===== src/video_pkg.sv =====
// video package with mode, resolution and bandwidth codes plus raster window tables
package video_pkg;

	typedef logic [1:0] vmode_t;	// video mode from vconf[1:0]
	typedef logic [1:0] rres_t;	// raster resolution from vconf[7:6]
	typedef logic [1:0] rmode_t;	// render mode for the pixel renderer
	typedef logic [8:0] raster_t;	// raster coordinate
	typedef logic [20:0] vaddr_t;	// DRAM word address
	typedef logic [4:0] bw_t;	// {total[1:0], need[2:0]}

	// video modes
	localparam vmode_t M_ZX = 2'd0;	// ZX screen
	localparam vmode_t M_HC = 2'd1;	// 16 colours
	localparam vmode_t M_XC = 2'd2;	// 256 colours
	localparam vmode_t M_TX = 2'd3;	// text

	// raster resolutions
	localparam rres_t RES_256X192 = 2'd0;
	localparam rres_t RES_320X200 = 2'd1;
	localparam rres_t RES_320X240 = 2'd2;
	localparam rres_t RES_360X288 = 2'd3;

	// bandwidth total cycles, bits 4:3
	localparam logic [1:0] BW2 = 2'b00;
	localparam logic [1:0] BW4 = 2'b01;
	localparam logic [1:0] BW8 = 2'b11;

	// bandwidth needed cycles, one-hot bits 2:0
	localparam logic [2:0] BU1 = 3'b001;
	localparam logic [2:0] BU4 = 3'b100;

	// visible window per resolution, in raster coords
	localparam raster_t HP_BEG [4] = '{9'd140, 9'd108, 9'd108, 9'd88};
	localparam raster_t HP_END [4] = '{9'd396, 9'd428, 9'd428, 9'd448};
	localparam raster_t VP_BEG [4] = '{9'd80, 9'd76, 9'd56, 9'd32};
	localparam raster_t VP_END [4] = '{9'd272, 9'd276, 9'd296, 9'd320};

	// fetch lead before the window, per mode
	// covers DRAM latency plus renderer pipe
	localparam logic [4:0] G_OFFS [4] = '{5'd18, 5'd6, 5'd4, 5'd10};

	// pixel rate per mode, bit set = hires (text only)
	localparam logic [3:0] PIXRATE_HI = 4'b1000;

endpackage


===== src/video_timing.sv =====
// raster timing generator with pixel phase, line/frame counters and fetch window
`timescale 1ns/1ps

module video_timing #(
	parameter int H_TOTAL = 448,
	parameter int V_TOTAL = 320
) (
	input logic clk,
	input logic arst_n,
	input video_pkg::raster_t hpix_beg,
	input video_pkg::raster_t hpix_end,
	input video_pkg::raster_t vpix_beg,
	input video_pkg::raster_t vpix_end,
	input logic [4:0] go_offs,
	input logic fetch_stb,
	output logic c3,
	output logic f1,
	output logic line_start,
	output logic pix_start,
	output logic fetch_win,
	output logic [3:0] fetch_cnt,
	output logic [7:0] cnt_col,
	output video_pkg::raster_t cnt_row
);

	import video_pkg::*;

	logic [1:0] phase;	// clk/4 pixel phase
	raster_t hcount;
	raster_t vcount;
	raster_t hwin_beg;	// window start shifted by fetch lead
	raster_t hwin_end;
	logic h_wrap;
	logic v_wrap;
	logic v_valid;
	logic h_valid;

	assign c3 = phase == 2'd3;
	assign f1 = phase[0];	// odd phases

	assign h_wrap = hcount == raster_t'(H_TOTAL - 1);
	assign v_wrap = vcount == raster_t'(V_TOTAL - 1);
	assign line_start = c3 && h_wrap;

	// fetches run ahead of the visible area by go_offs
	assign hwin_beg = hpix_beg - raster_t'(go_offs);
	assign hwin_end = hpix_end - raster_t'(go_offs);

	assign v_valid = (vcount >= vpix_beg) && (vcount < vpix_end);
	assign h_valid = (hcount >= hwin_beg) && (hcount < hwin_end);
	assign fetch_win = v_valid && h_valid;
	assign pix_start = c3 && v_valid && (hcount == hwin_beg);

	assign cnt_row = vcount - vpix_beg;	// wraps outside the window, unused there

	always_ff @(posedge clk or negedge arst_n)
	begin
		if (!arst_n)
		begin
			phase <= '0;
			hcount <= '0;
			vcount <= '0;
		end
		else
		begin
			phase <= phase + 2'd1;
			if (c3)
			begin
				hcount <= h_wrap ? '0 : hcount + raster_t'(1);
				if (h_wrap)
					vcount <= v_wrap ? '0 : vcount + raster_t'(1);	// new frame
			end
		end
	end

	// fetch phase counter, restarts with the first fetch of a line
	always_ff @(posedge clk or negedge arst_n)
	begin
		if (!arst_n)
			fetch_cnt <= '0;
		else if (pix_start)
			fetch_cnt <= '0;
		else if (c3 && fetch_win)
			fetch_cnt <= fetch_cnt + 4'd1;
	end

	// column counter, one step per issued fetch
	always_ff @(posedge clk or negedge arst_n)
	begin
		if (!arst_n)
			cnt_col <= '0;
		else if (line_start)
			cnt_col <= '0;
		else if (fetch_stb)
			cnt_col <= cnt_col + 8'd1;
	end

	// fetch window shut before the line wraps
	a_win_closed: assert property (@(posedge clk) disable iff (!arst_n)
		line_start |-> !fetch_win);

endmodule


===== src/video_mode.sv =====
// video mode decoder with per-line config latch, fetch strobes, selects and DRAM address
`timescale 1ns/1ps

module video_mode (
	input logic clk,
	input logic arst_n,
	input logic c3,
	input logic f1,
	input logic line_start,
	input logic pix_start,
	input logic fetch_win,
	input logic [3:0] fetch_cnt,
	input logic [7:0] cnt_col,
	input video_pkg::raster_t cnt_row,
	input logic [7:0] vconf,
	input logic [7:0] vpage,
	input logic zvpage_wr,
	input logic [8:0] gx_offs,
	input logic [15:0] txt_char,
	output video_pkg::raster_t hpix_beg,
	output video_pkg::raster_t hpix_end,
	output video_pkg::raster_t vpix_beg,
	output video_pkg::raster_t vpix_end,
	output logic [4:0] go_offs,
	output logic [9:0] x_offs_mode,
	output video_pkg::rmode_t render_mode,
	output logic tv_hires,
	output logic vga_hires,
	output logic nogfx,
	output logic fetch_stb,
	output logic [3:0] fetch_sel,
	output logic [1:0] fetch_bsl,
	output video_pkg::vaddr_t video_addr,
	output video_pkg::bw_t video_bw
);

	import video_pkg::*;

	logic [7:0] vconf_d;	// config for current line
	logic [8:0] gx_offs_d;
	logic [7:0] vpage_d;
	logic zvpage_wr_r;	// page write lands one clock late
	vmode_t vmode;
	rres_t rres;
	logic ftch_rule;
	logic [11:0] addr_zx_gfx;
	logic [11:0] addr_zx_atr;
	logic [13:0] addr_tx;

	// config latch, hires to VGA is one line behind
	always_ff @(posedge clk or negedge arst_n)
	begin
		if (!arst_n)
		begin
			vconf_d <= '0;
			gx_offs_d <= '0;
			vga_hires <= 1'b0;
		end
		else if (line_start)
		begin
			vconf_d <= vconf;
			gx_offs_d <= gx_offs;
			vga_hires <= tv_hires;	// old value
		end
	end

	always_ff @(posedge clk or negedge arst_n)
	begin
		if (!arst_n)
		begin
			zvpage_wr_r <= 1'b0;
			vpage_d <= '0;
		end
		else
		begin
			zvpage_wr_r <= zvpage_wr;
			if (line_start || zvpage_wr_r)
				vpage_d <= vpage;	// mid-line page flip allowed
		end
	end

	assign vmode = vconf_d[1:0];
	assign rres = vconf_d[7:6];
	assign nogfx = vconf_d[5];
	assign render_mode = rmode_t'(vmode);	// same coding
	assign tv_hires = PIXRATE_HI[vmode];
	assign go_offs = G_OFFS[vmode];

	// raster window by resolution
	assign hpix_beg = HP_BEG[rres];
	assign hpix_end = HP_END[rres];
	assign vpix_beg = VP_BEG[rres];
	assign vpix_end = VP_END[rres];

	// fetch cadence per mode
	always_comb
	begin
		case (vmode)
			M_HC: ftch_rule = &fetch_cnt[1:0];	// every 4th c3
			M_XC: ftch_rule = fetch_cnt[0];	// every 2nd c3
			default: ftch_rule = &fetch_cnt;	// ZX and text, every 16th
		endcase
	end

	assign fetch_stb = c3 && fetch_win && (pix_start || ftch_rule);

	// ZX split-row layout, attrs at 0x1800
	assign addr_zx_gfx = {cnt_row[7:6], cnt_row[2:0], cnt_row[5:3], cnt_col[4:1]};
	assign addr_zx_atr = {3'b110, cnt_row[7:3], cnt_col[4:1]};

	// text sub-fetches by col[1:0]
	always_comb
	begin
		case (cnt_col[1:0])
			2'd0: addr_tx = {vpage_d[0], cnt_row[8:3], 1'b0, cnt_col[7:2]};	// char codes
			2'd1: addr_tx = {vpage_d[0], cnt_row[8:3], 1'b1, cnt_col[7:2]};	// attributes
			2'd2: addr_tx = {~vpage_d[0], 3'b000, txt_char[7:0], cnt_row[2:1]};	// glyph 0
			default: addr_tx = {~vpage_d[0], 3'b000, txt_char[15:8], cnt_row[2:1]};	// glyph 1
		endcase
	end

	always_comb
	begin
		case (vmode)
			M_ZX: video_addr = {vpage_d, 1'b0, cnt_col[0] ? addr_zx_atr : addr_zx_gfx};
			M_HC: video_addr = {vpage_d[7:3], cnt_row, cnt_col[6:0]};
			M_XC: video_addr = {vpage_d[7:4], cnt_row, cnt_col};
			default: video_addr = {vpage_d[7:1], addr_tx};
		endcase
	end

	// DRAM bandwidth
	always_comb
	begin
		case (vmode)
			M_ZX: video_bw = {BW8, BU1};	// 1 of 8
			M_HC: video_bw = {BW4, BU1};	// 1 of 4
			M_XC: video_bw = {BW2, BU1};	// 1 of 2
			default: video_bw = {BW8, BU4};	// 4 of 8 for text
		endcase
	end

	// word lanes and byte select
	always_comb
	begin
		fetch_bsl = 2'b10;
		case (vmode)
			M_ZX: fetch_sel = 4'b1100;
			M_HC, M_XC: fetch_sel = 4'b1111;	// full word
			default:
			begin
				case (cnt_col[1:0])
					2'd0: fetch_sel = 4'b0011;	// char
					2'd1: fetch_sel = 4'b1100;	// attr
					2'd2: fetch_sel = 4'b0001;	// gfx0
					default: fetch_sel = 4'b0010;	// gfx1
				endcase
				if (cnt_col[1])
					fetch_bsl = {2{cnt_row[0]}};	// glyph byte by odd row
			end
		endcase
	end

	// 256c scrolls in bytes, others in half-pixels
	assign x_offs_mode = {(vmode == M_XC) ? {gx_offs_d[8:1], 1'b0} : {1'b0, gx_offs_d[8:1]},
		gx_offs_d[0]};

	// strobe on an odd phase and never on the config latch clock
	a_fetch_phase: assert property (@(posedge clk) disable iff (!arst_n)
		fetch_stb |-> f1 && !line_start);

endmodule


===== src/video_fetch.sv =====
// fetch issuer that registers each fetch descriptor and pulses a one-cycle DRAM request
`timescale 1ns/1ps

module video_fetch (
	input logic clk,
	input logic arst_n,
	input logic fetch_stb,
	input video_pkg::vaddr_t video_addr,
	input video_pkg::bw_t video_bw,
	input logic [3:0] fetch_sel,
	input logic [1:0] fetch_bsl,
	output logic dram_req,
	output video_pkg::vaddr_t dram_addr,
	output video_pkg::bw_t dram_bw,
	output logic [3:0] dram_sel,
	output logic [1:0] dram_bsl
);

	// request pulse, DRAM always takes it
	always_ff @(posedge clk or negedge arst_n)
	begin
		if (!arst_n)
			dram_req <= 1'b0;
		else
			dram_req <= fetch_stb;
	end

	// descriptor held until next strobe
	always_ff @(posedge clk)
	begin
		if (fetch_stb)
		begin
			dram_addr <= video_addr;
			dram_bw <= video_bw;
			dram_sel <= fetch_sel;
			dram_bsl <= fetch_bsl;
		end
	end

	// strobes are c3-spaced so requests never merge
	a_req_pulse: assert property (@(posedge clk) disable iff (!arst_n)
		dram_req |=> !dram_req);

endmodule


===== src/video_top.sv =====
// video top level joining raster timing, mode decoder and DRAM fetch issuer
`timescale 1ns/1ps

module video_top #(
	parameter int H_TOTAL = 448,
	parameter int V_TOTAL = 320
) (
	input logic clk,
	input logic arst_n,
	input logic [7:0] vconf,
	input logic [7:0] vpage,
	input logic zvpage_wr,
	input logic [8:0] gx_offs,
	input logic [15:0] txt_char,
	output logic dram_req,
	output video_pkg::vaddr_t dram_addr,
	output video_pkg::bw_t dram_bw,
	output logic [3:0] dram_sel,
	output logic [1:0] dram_bsl,
	output logic line_start,
	output logic [7:0] cnt_col,
	output video_pkg::raster_t cnt_row,
	output video_pkg::rmode_t render_mode,
	output logic tv_hires,
	output logic vga_hires,
	output logic nogfx,
	output logic [9:0] x_offs_mode
);

	import video_pkg::*;

	logic c3;
	logic f1;
	logic pix_start;
	logic fetch_win;
	logic [3:0] fetch_cnt;
	raster_t hpix_beg;	// window bounds back to timing
	raster_t hpix_end;
	raster_t vpix_beg;
	raster_t vpix_end;
	logic [4:0] go_offs;
	logic fetch_stb;
	logic [3:0] fetch_sel;
	logic [1:0] fetch_bsl;
	vaddr_t video_addr;
	bw_t video_bw;

	video_timing #(
		.H_TOTAL(H_TOTAL),
		.V_TOTAL(V_TOTAL)
	) u_timing (
		.clk, .arst_n, .hpix_beg, .hpix_end, .vpix_beg, .vpix_end, .go_offs, .fetch_stb,
		.c3, .f1, .line_start, .pix_start, .fetch_win, .fetch_cnt, .cnt_col, .cnt_row
	);

	video_mode u_mode (
		.clk, .arst_n, .c3, .f1, .line_start, .pix_start, .fetch_win, .fetch_cnt,
		.cnt_col, .cnt_row, .vconf, .vpage, .zvpage_wr, .gx_offs, .txt_char,
		.hpix_beg, .hpix_end, .vpix_beg, .vpix_end, .go_offs, .x_offs_mode,
		.render_mode, .tv_hires, .vga_hires, .nogfx, .fetch_stb, .fetch_sel,
		.fetch_bsl, .video_addr, .video_bw
	);

	video_fetch u_fetch (
		.clk, .arst_n, .fetch_stb, .video_addr, .video_bw, .fetch_sel, .fetch_bsl,
		.dram_req, .dram_addr, .dram_bw, .dram_sel, .dram_bsl
	);

endmodule


===== config.mk =====
export PLATFORM = sky130hd
export DESIGN_NAME = video_top
export DESIGN_NICKNAME = d
export VERILOG_FILES = /design/src/video_pkg.sv /design/src/video_timing.sv /design/src/video_mode.sv /design/src/video_fetch.sv /design/src/video_top.sv
export SDC_FILE = /design/constraint.sdc
export NUM_CORES = 1
export LEC_CHECK = 0
export ABC_AREA = 1
export BUFFER_PORTS_ARGS = -buffer_cell sky130_fd_sc_hd__buf_2
export CAP_MARGIN = 20
export CORE_AREA = 2 2 103 105
export DETAILED_ROUTE_END_ITERATION = 16
export DIE_AREA = 0 0 105 107
export PLACE_DENSITY = 0.76
export SLEW_MARGIN = 20
export SYNTH_ARGS = -nofsm -noshare
export SYNTH_HDL_FRONTEND = slang
export SYNTH_SLANG_ARGS = --single-unit
export TNS_END_PERCENT = 50

===== constraint.sdc =====
create_clock -name clk -period 4.9 [get_ports clk]
set_clock_uncertainty 0.2 [all_clocks]
set_input_delay 1.225 -clock clk [delete_from_list [all_inputs] [get_ports clk]]
set_output_delay 1.225 -clock clk [all_outputs]
set_load 0.02 [all_outputs]

==> metrics.txt <==
status=completed; Post-Synthesis Cells=647; Max VDD drop=0.0001047 V; Tot GR Track Use=0.2459; final net count=833; drc violations=0; Reg-to-Reg Start=u_mode.vconf_d[1]$_DFFE_PN0P_; pins over their slew limit=0; DR pass1 iterations=5; final setup margin=0.5356 ns; Antenna Nets Post-Route=0; wire length per cell=14.85 um; largest net degree at the start of global routing=38; total global routing overflow=0; Data required, critical path=4.73 ns; leak pwr=0.003174 uW; Root Driver=clkbuf_8; Die Y-Extent=107 um; CTS clock-pin slew for the worst setup and hold paths=0.09 ns; Num CTS Buffers=9; Iteration-0 DRC Markers=276; # setup viols final=0; gpl congestion=0.9538; Fin. Hold Viols=0; largest area contributor in the netlist=dfrtp_1; first-pass GRT wire length=22.17 mm; CTS sink cnt=87; Worst Setup SP=u_mode.vconf_d[1]$_DFFE_PN0P_; share of cells above drive strength 1=0.2072; startpoint types=flop; share of flip-flops with an asynchronous set or reset=0.6552; Worst R2R Path Depth=20; Hold-fix buffers, CTS=0; initial core utilization=0.5418; cell count along the critical path=20; CP max-delay cell=dfrtp_1; CP Cell Sequence=inv_1 > ha_1 > inv_1 > ha_1 > a21oi_1 > inv_1 > o21ai_0 > nand3_1 > nor2_1 > nand2_1 > ha_1 > nand2_1 > inv_1 > nand3_1 > nor2_1 > nand3_2 > nand2_2 > nand2_2 > inv_1 > buf_4; Slew @ Worst Pin=0.8809 ns; max-cap violations=0; Via density=5.396; Worst Setup EP=u_fetch.dram_addr[12]$_DFFE_PP_; worst slack at placement=0.5713 ns; filler instances=906; Fmax achieved=229.1 MHz; CTS tree=yes; sequential fraction of the synthesis area=0.4256; CP max stage delay=0.46 ns; largest cells by area after synthesis=dfrtp_1, edfxtp_1, ha_1; Cell Area, Synth=5468 um^2; dpl cells=868; Mapped Nets=737; Critical path buffers and inverters=6; post-CTS setup buffers=0; Slew HR=0.4128; period utilization=0.8907; setup slack, reg-to-reg=0.54 ns; hold crit path type=reg -> reg; RSZ-0062 raised after global routing=false; port bufs=105; CP top delay family=simple AND/OR/NAND/NOR gates; arrival time worst endpoint=4.20 ns; dpl hpwl=9.846 mm; Max clock buf depth=2; Worst Setup End Kind=flop; Layout area overhead=14.53%; r2r endpoint=u_fetch.dram_addr[12]$_DFFE_PP_; dominant synthesized flop cell=dfrtp_1; Setup TNS Final=0 ns; commonest cells in the netlist=nand2_1, inv_1, dfrtp_1, o21ai_0, ha_1; vias in the first global route=4716; initial antenna violation count=0; most common cell in the netlist=nand2_1; Non-Filler Instances=884; # rows=37; H-tree level count=3; die area=11240 um^2; syn_area_per_cell=8.451 um^2; Ys Warns=0; power per cell area=213.0 nW/um^2; drt total wl=13.13 mm; register bit count reported by yosys=87; post-CTS sizing=0; total power=1334 uW; diodes inserted=0; Critical Path Most Common Cell=inv_1; io pins=110; Distinct cells, synth=45; Min-Delay Path Depth=1; vias=4770; Crit Path Category=reg -> reg; CP Max Fanout=31; Worst-Skew Late Latency=0.37 ns; Yosys top cell area share=0.2609; Tmin final=4.364 ns; Post-synth EDFFs=30; Core ar.=10090 um^2; DIE WIDTH=105 um
[final cells by class]
cell class / count / area (um^2) / share of cell area
timing repair buffer: 110 / 563.0 / 0.08991
clock inverter: 7 / 76.32 / 0.01219
clock buffer: 9 / 123.9 / 0.01978
tap: 136 / 170.2 / 0.02717
multi-input combinational: 457 / 2709 / 0.4326
inverter: 78 / 292.8 / 0.04675
sequential: 87 / 2327 / 0.3716
[routing by layer]
layer	share of wire	GRT usage	vias up
met5	0	0	-
li1	-	-	2334
met2	0.49	0.4151	183
met1	0.43	0.3208	2239
met3	0.071	0.04620	14
met4	0.011	0.07905	0
[registers in the layout, indices dropped and copies added, names as in the netlist]
signal,count
u_fetch.dram_addr,21
u_fetch.dram_bsl,2
u_fetch.dram_bw,4
u_fetch.dram_req,1
u_fetch.dram_sel,3
u_mode.gx_offs_d,9
u_mode.vconf_d,5
u_mode.vga_hires,1
u_mode.vpage_d,8
u_mode.zvpage_wr_r,1
u_timing.cnt_col,8
u_timing.fetch_cnt,4
u_timing.hcount,9
u_timing.phase,2
u_timing.vcount,9
[worst register-to-register path, delay by kind of cell (launching register included)]
family / cells / cell delay (ns)
and+or+nand+nor: 9 / 1.22
buffers and inverters: 6 / 0.89
AOI/OAI and AO/OA: 2 / 0.37
DFF: 1 / 0.46
adders and majority gates: 3 / 0.87
[worst min path at each step]
stage | start | endpoint
6_report | u_timing.phase[0]$_DFF_PN0_ | u_timing.phase[0]$_DFF_PN0_
5_1_grt | u_timing.phase[0]$_DFF_PN0_ | u_timing.phase[0]$_DFF_PN0_
4_1_cts | u_timing.phase[0]$_DFF_PN0_ | u_timing.phase[0]$_DFF_PN0_
3_5_place_dp | u_timing.phase[0]$_DFF_PN0_ | u_timing.phase[0]$_DFF_PN0_
3_3_place_gp | u_timing.phase[0]$_DFF_PN0_ | u_timing.phase[0]$_DFF_PN0_
2_1_floorplan | u_timing.phase[0]$_DFF_PN0_ | u_timing.phase[0]$_DFF_PN0_
[cell usage in the layout (no fill, tap or decap), types with 11 or more instances in the layout]
| master | n |
|---|---|
| nor2_1 | 41 |
| nand3_1 | 44 |
| ha_1 | 45 |
| nand4_1 | 11 |
| inv_1 | 71 |
| a21oi_1 | 33 |
| nand2_1 | 150 |
| dfrtp_1 | 57 |
| o21ai_0 | 46 |
| buf_2 | 105 |
| xor2_1 | 16 |
| edfxtp_1 | 30 |
[metrics by stage]
step | util | hold slack [ns] | cell area (um^2)
after CTS | 0.6205 | 0.2344 | 6262
after detailed placement | 0.6007 | 0.2214 | 6062
after global routing | 0.6205 | 0.2497 | 6262
after global placement | 0.6007 | 0.2115 | 6062
after floorplan | - | 0.2006 | 5468
final | 0.6205 | 0.2282 | 6262
[cell families after synthesis]
group                      Yosys count  synth area share
and+or+nand+nor                    282            0.2327
buffers and inverters              103           0.07895
AOI/OAI and AO/OA                  100            0.1023
DFF                                 87            0.4256
adders and majority gates           46            0.1066
xor gates and xnor gates            22           0.03661
muxes                                6           0.01648
other                                1         0.0006858
[power breakdown]
group	total [uW]	internal [uW]	switching, uW
Combinational	43.4	21.9	21.5
Clock	530	242	289
Sequential	760	756	3.60
Total	1330	1020	314
(Power assumes the default switching activity.)
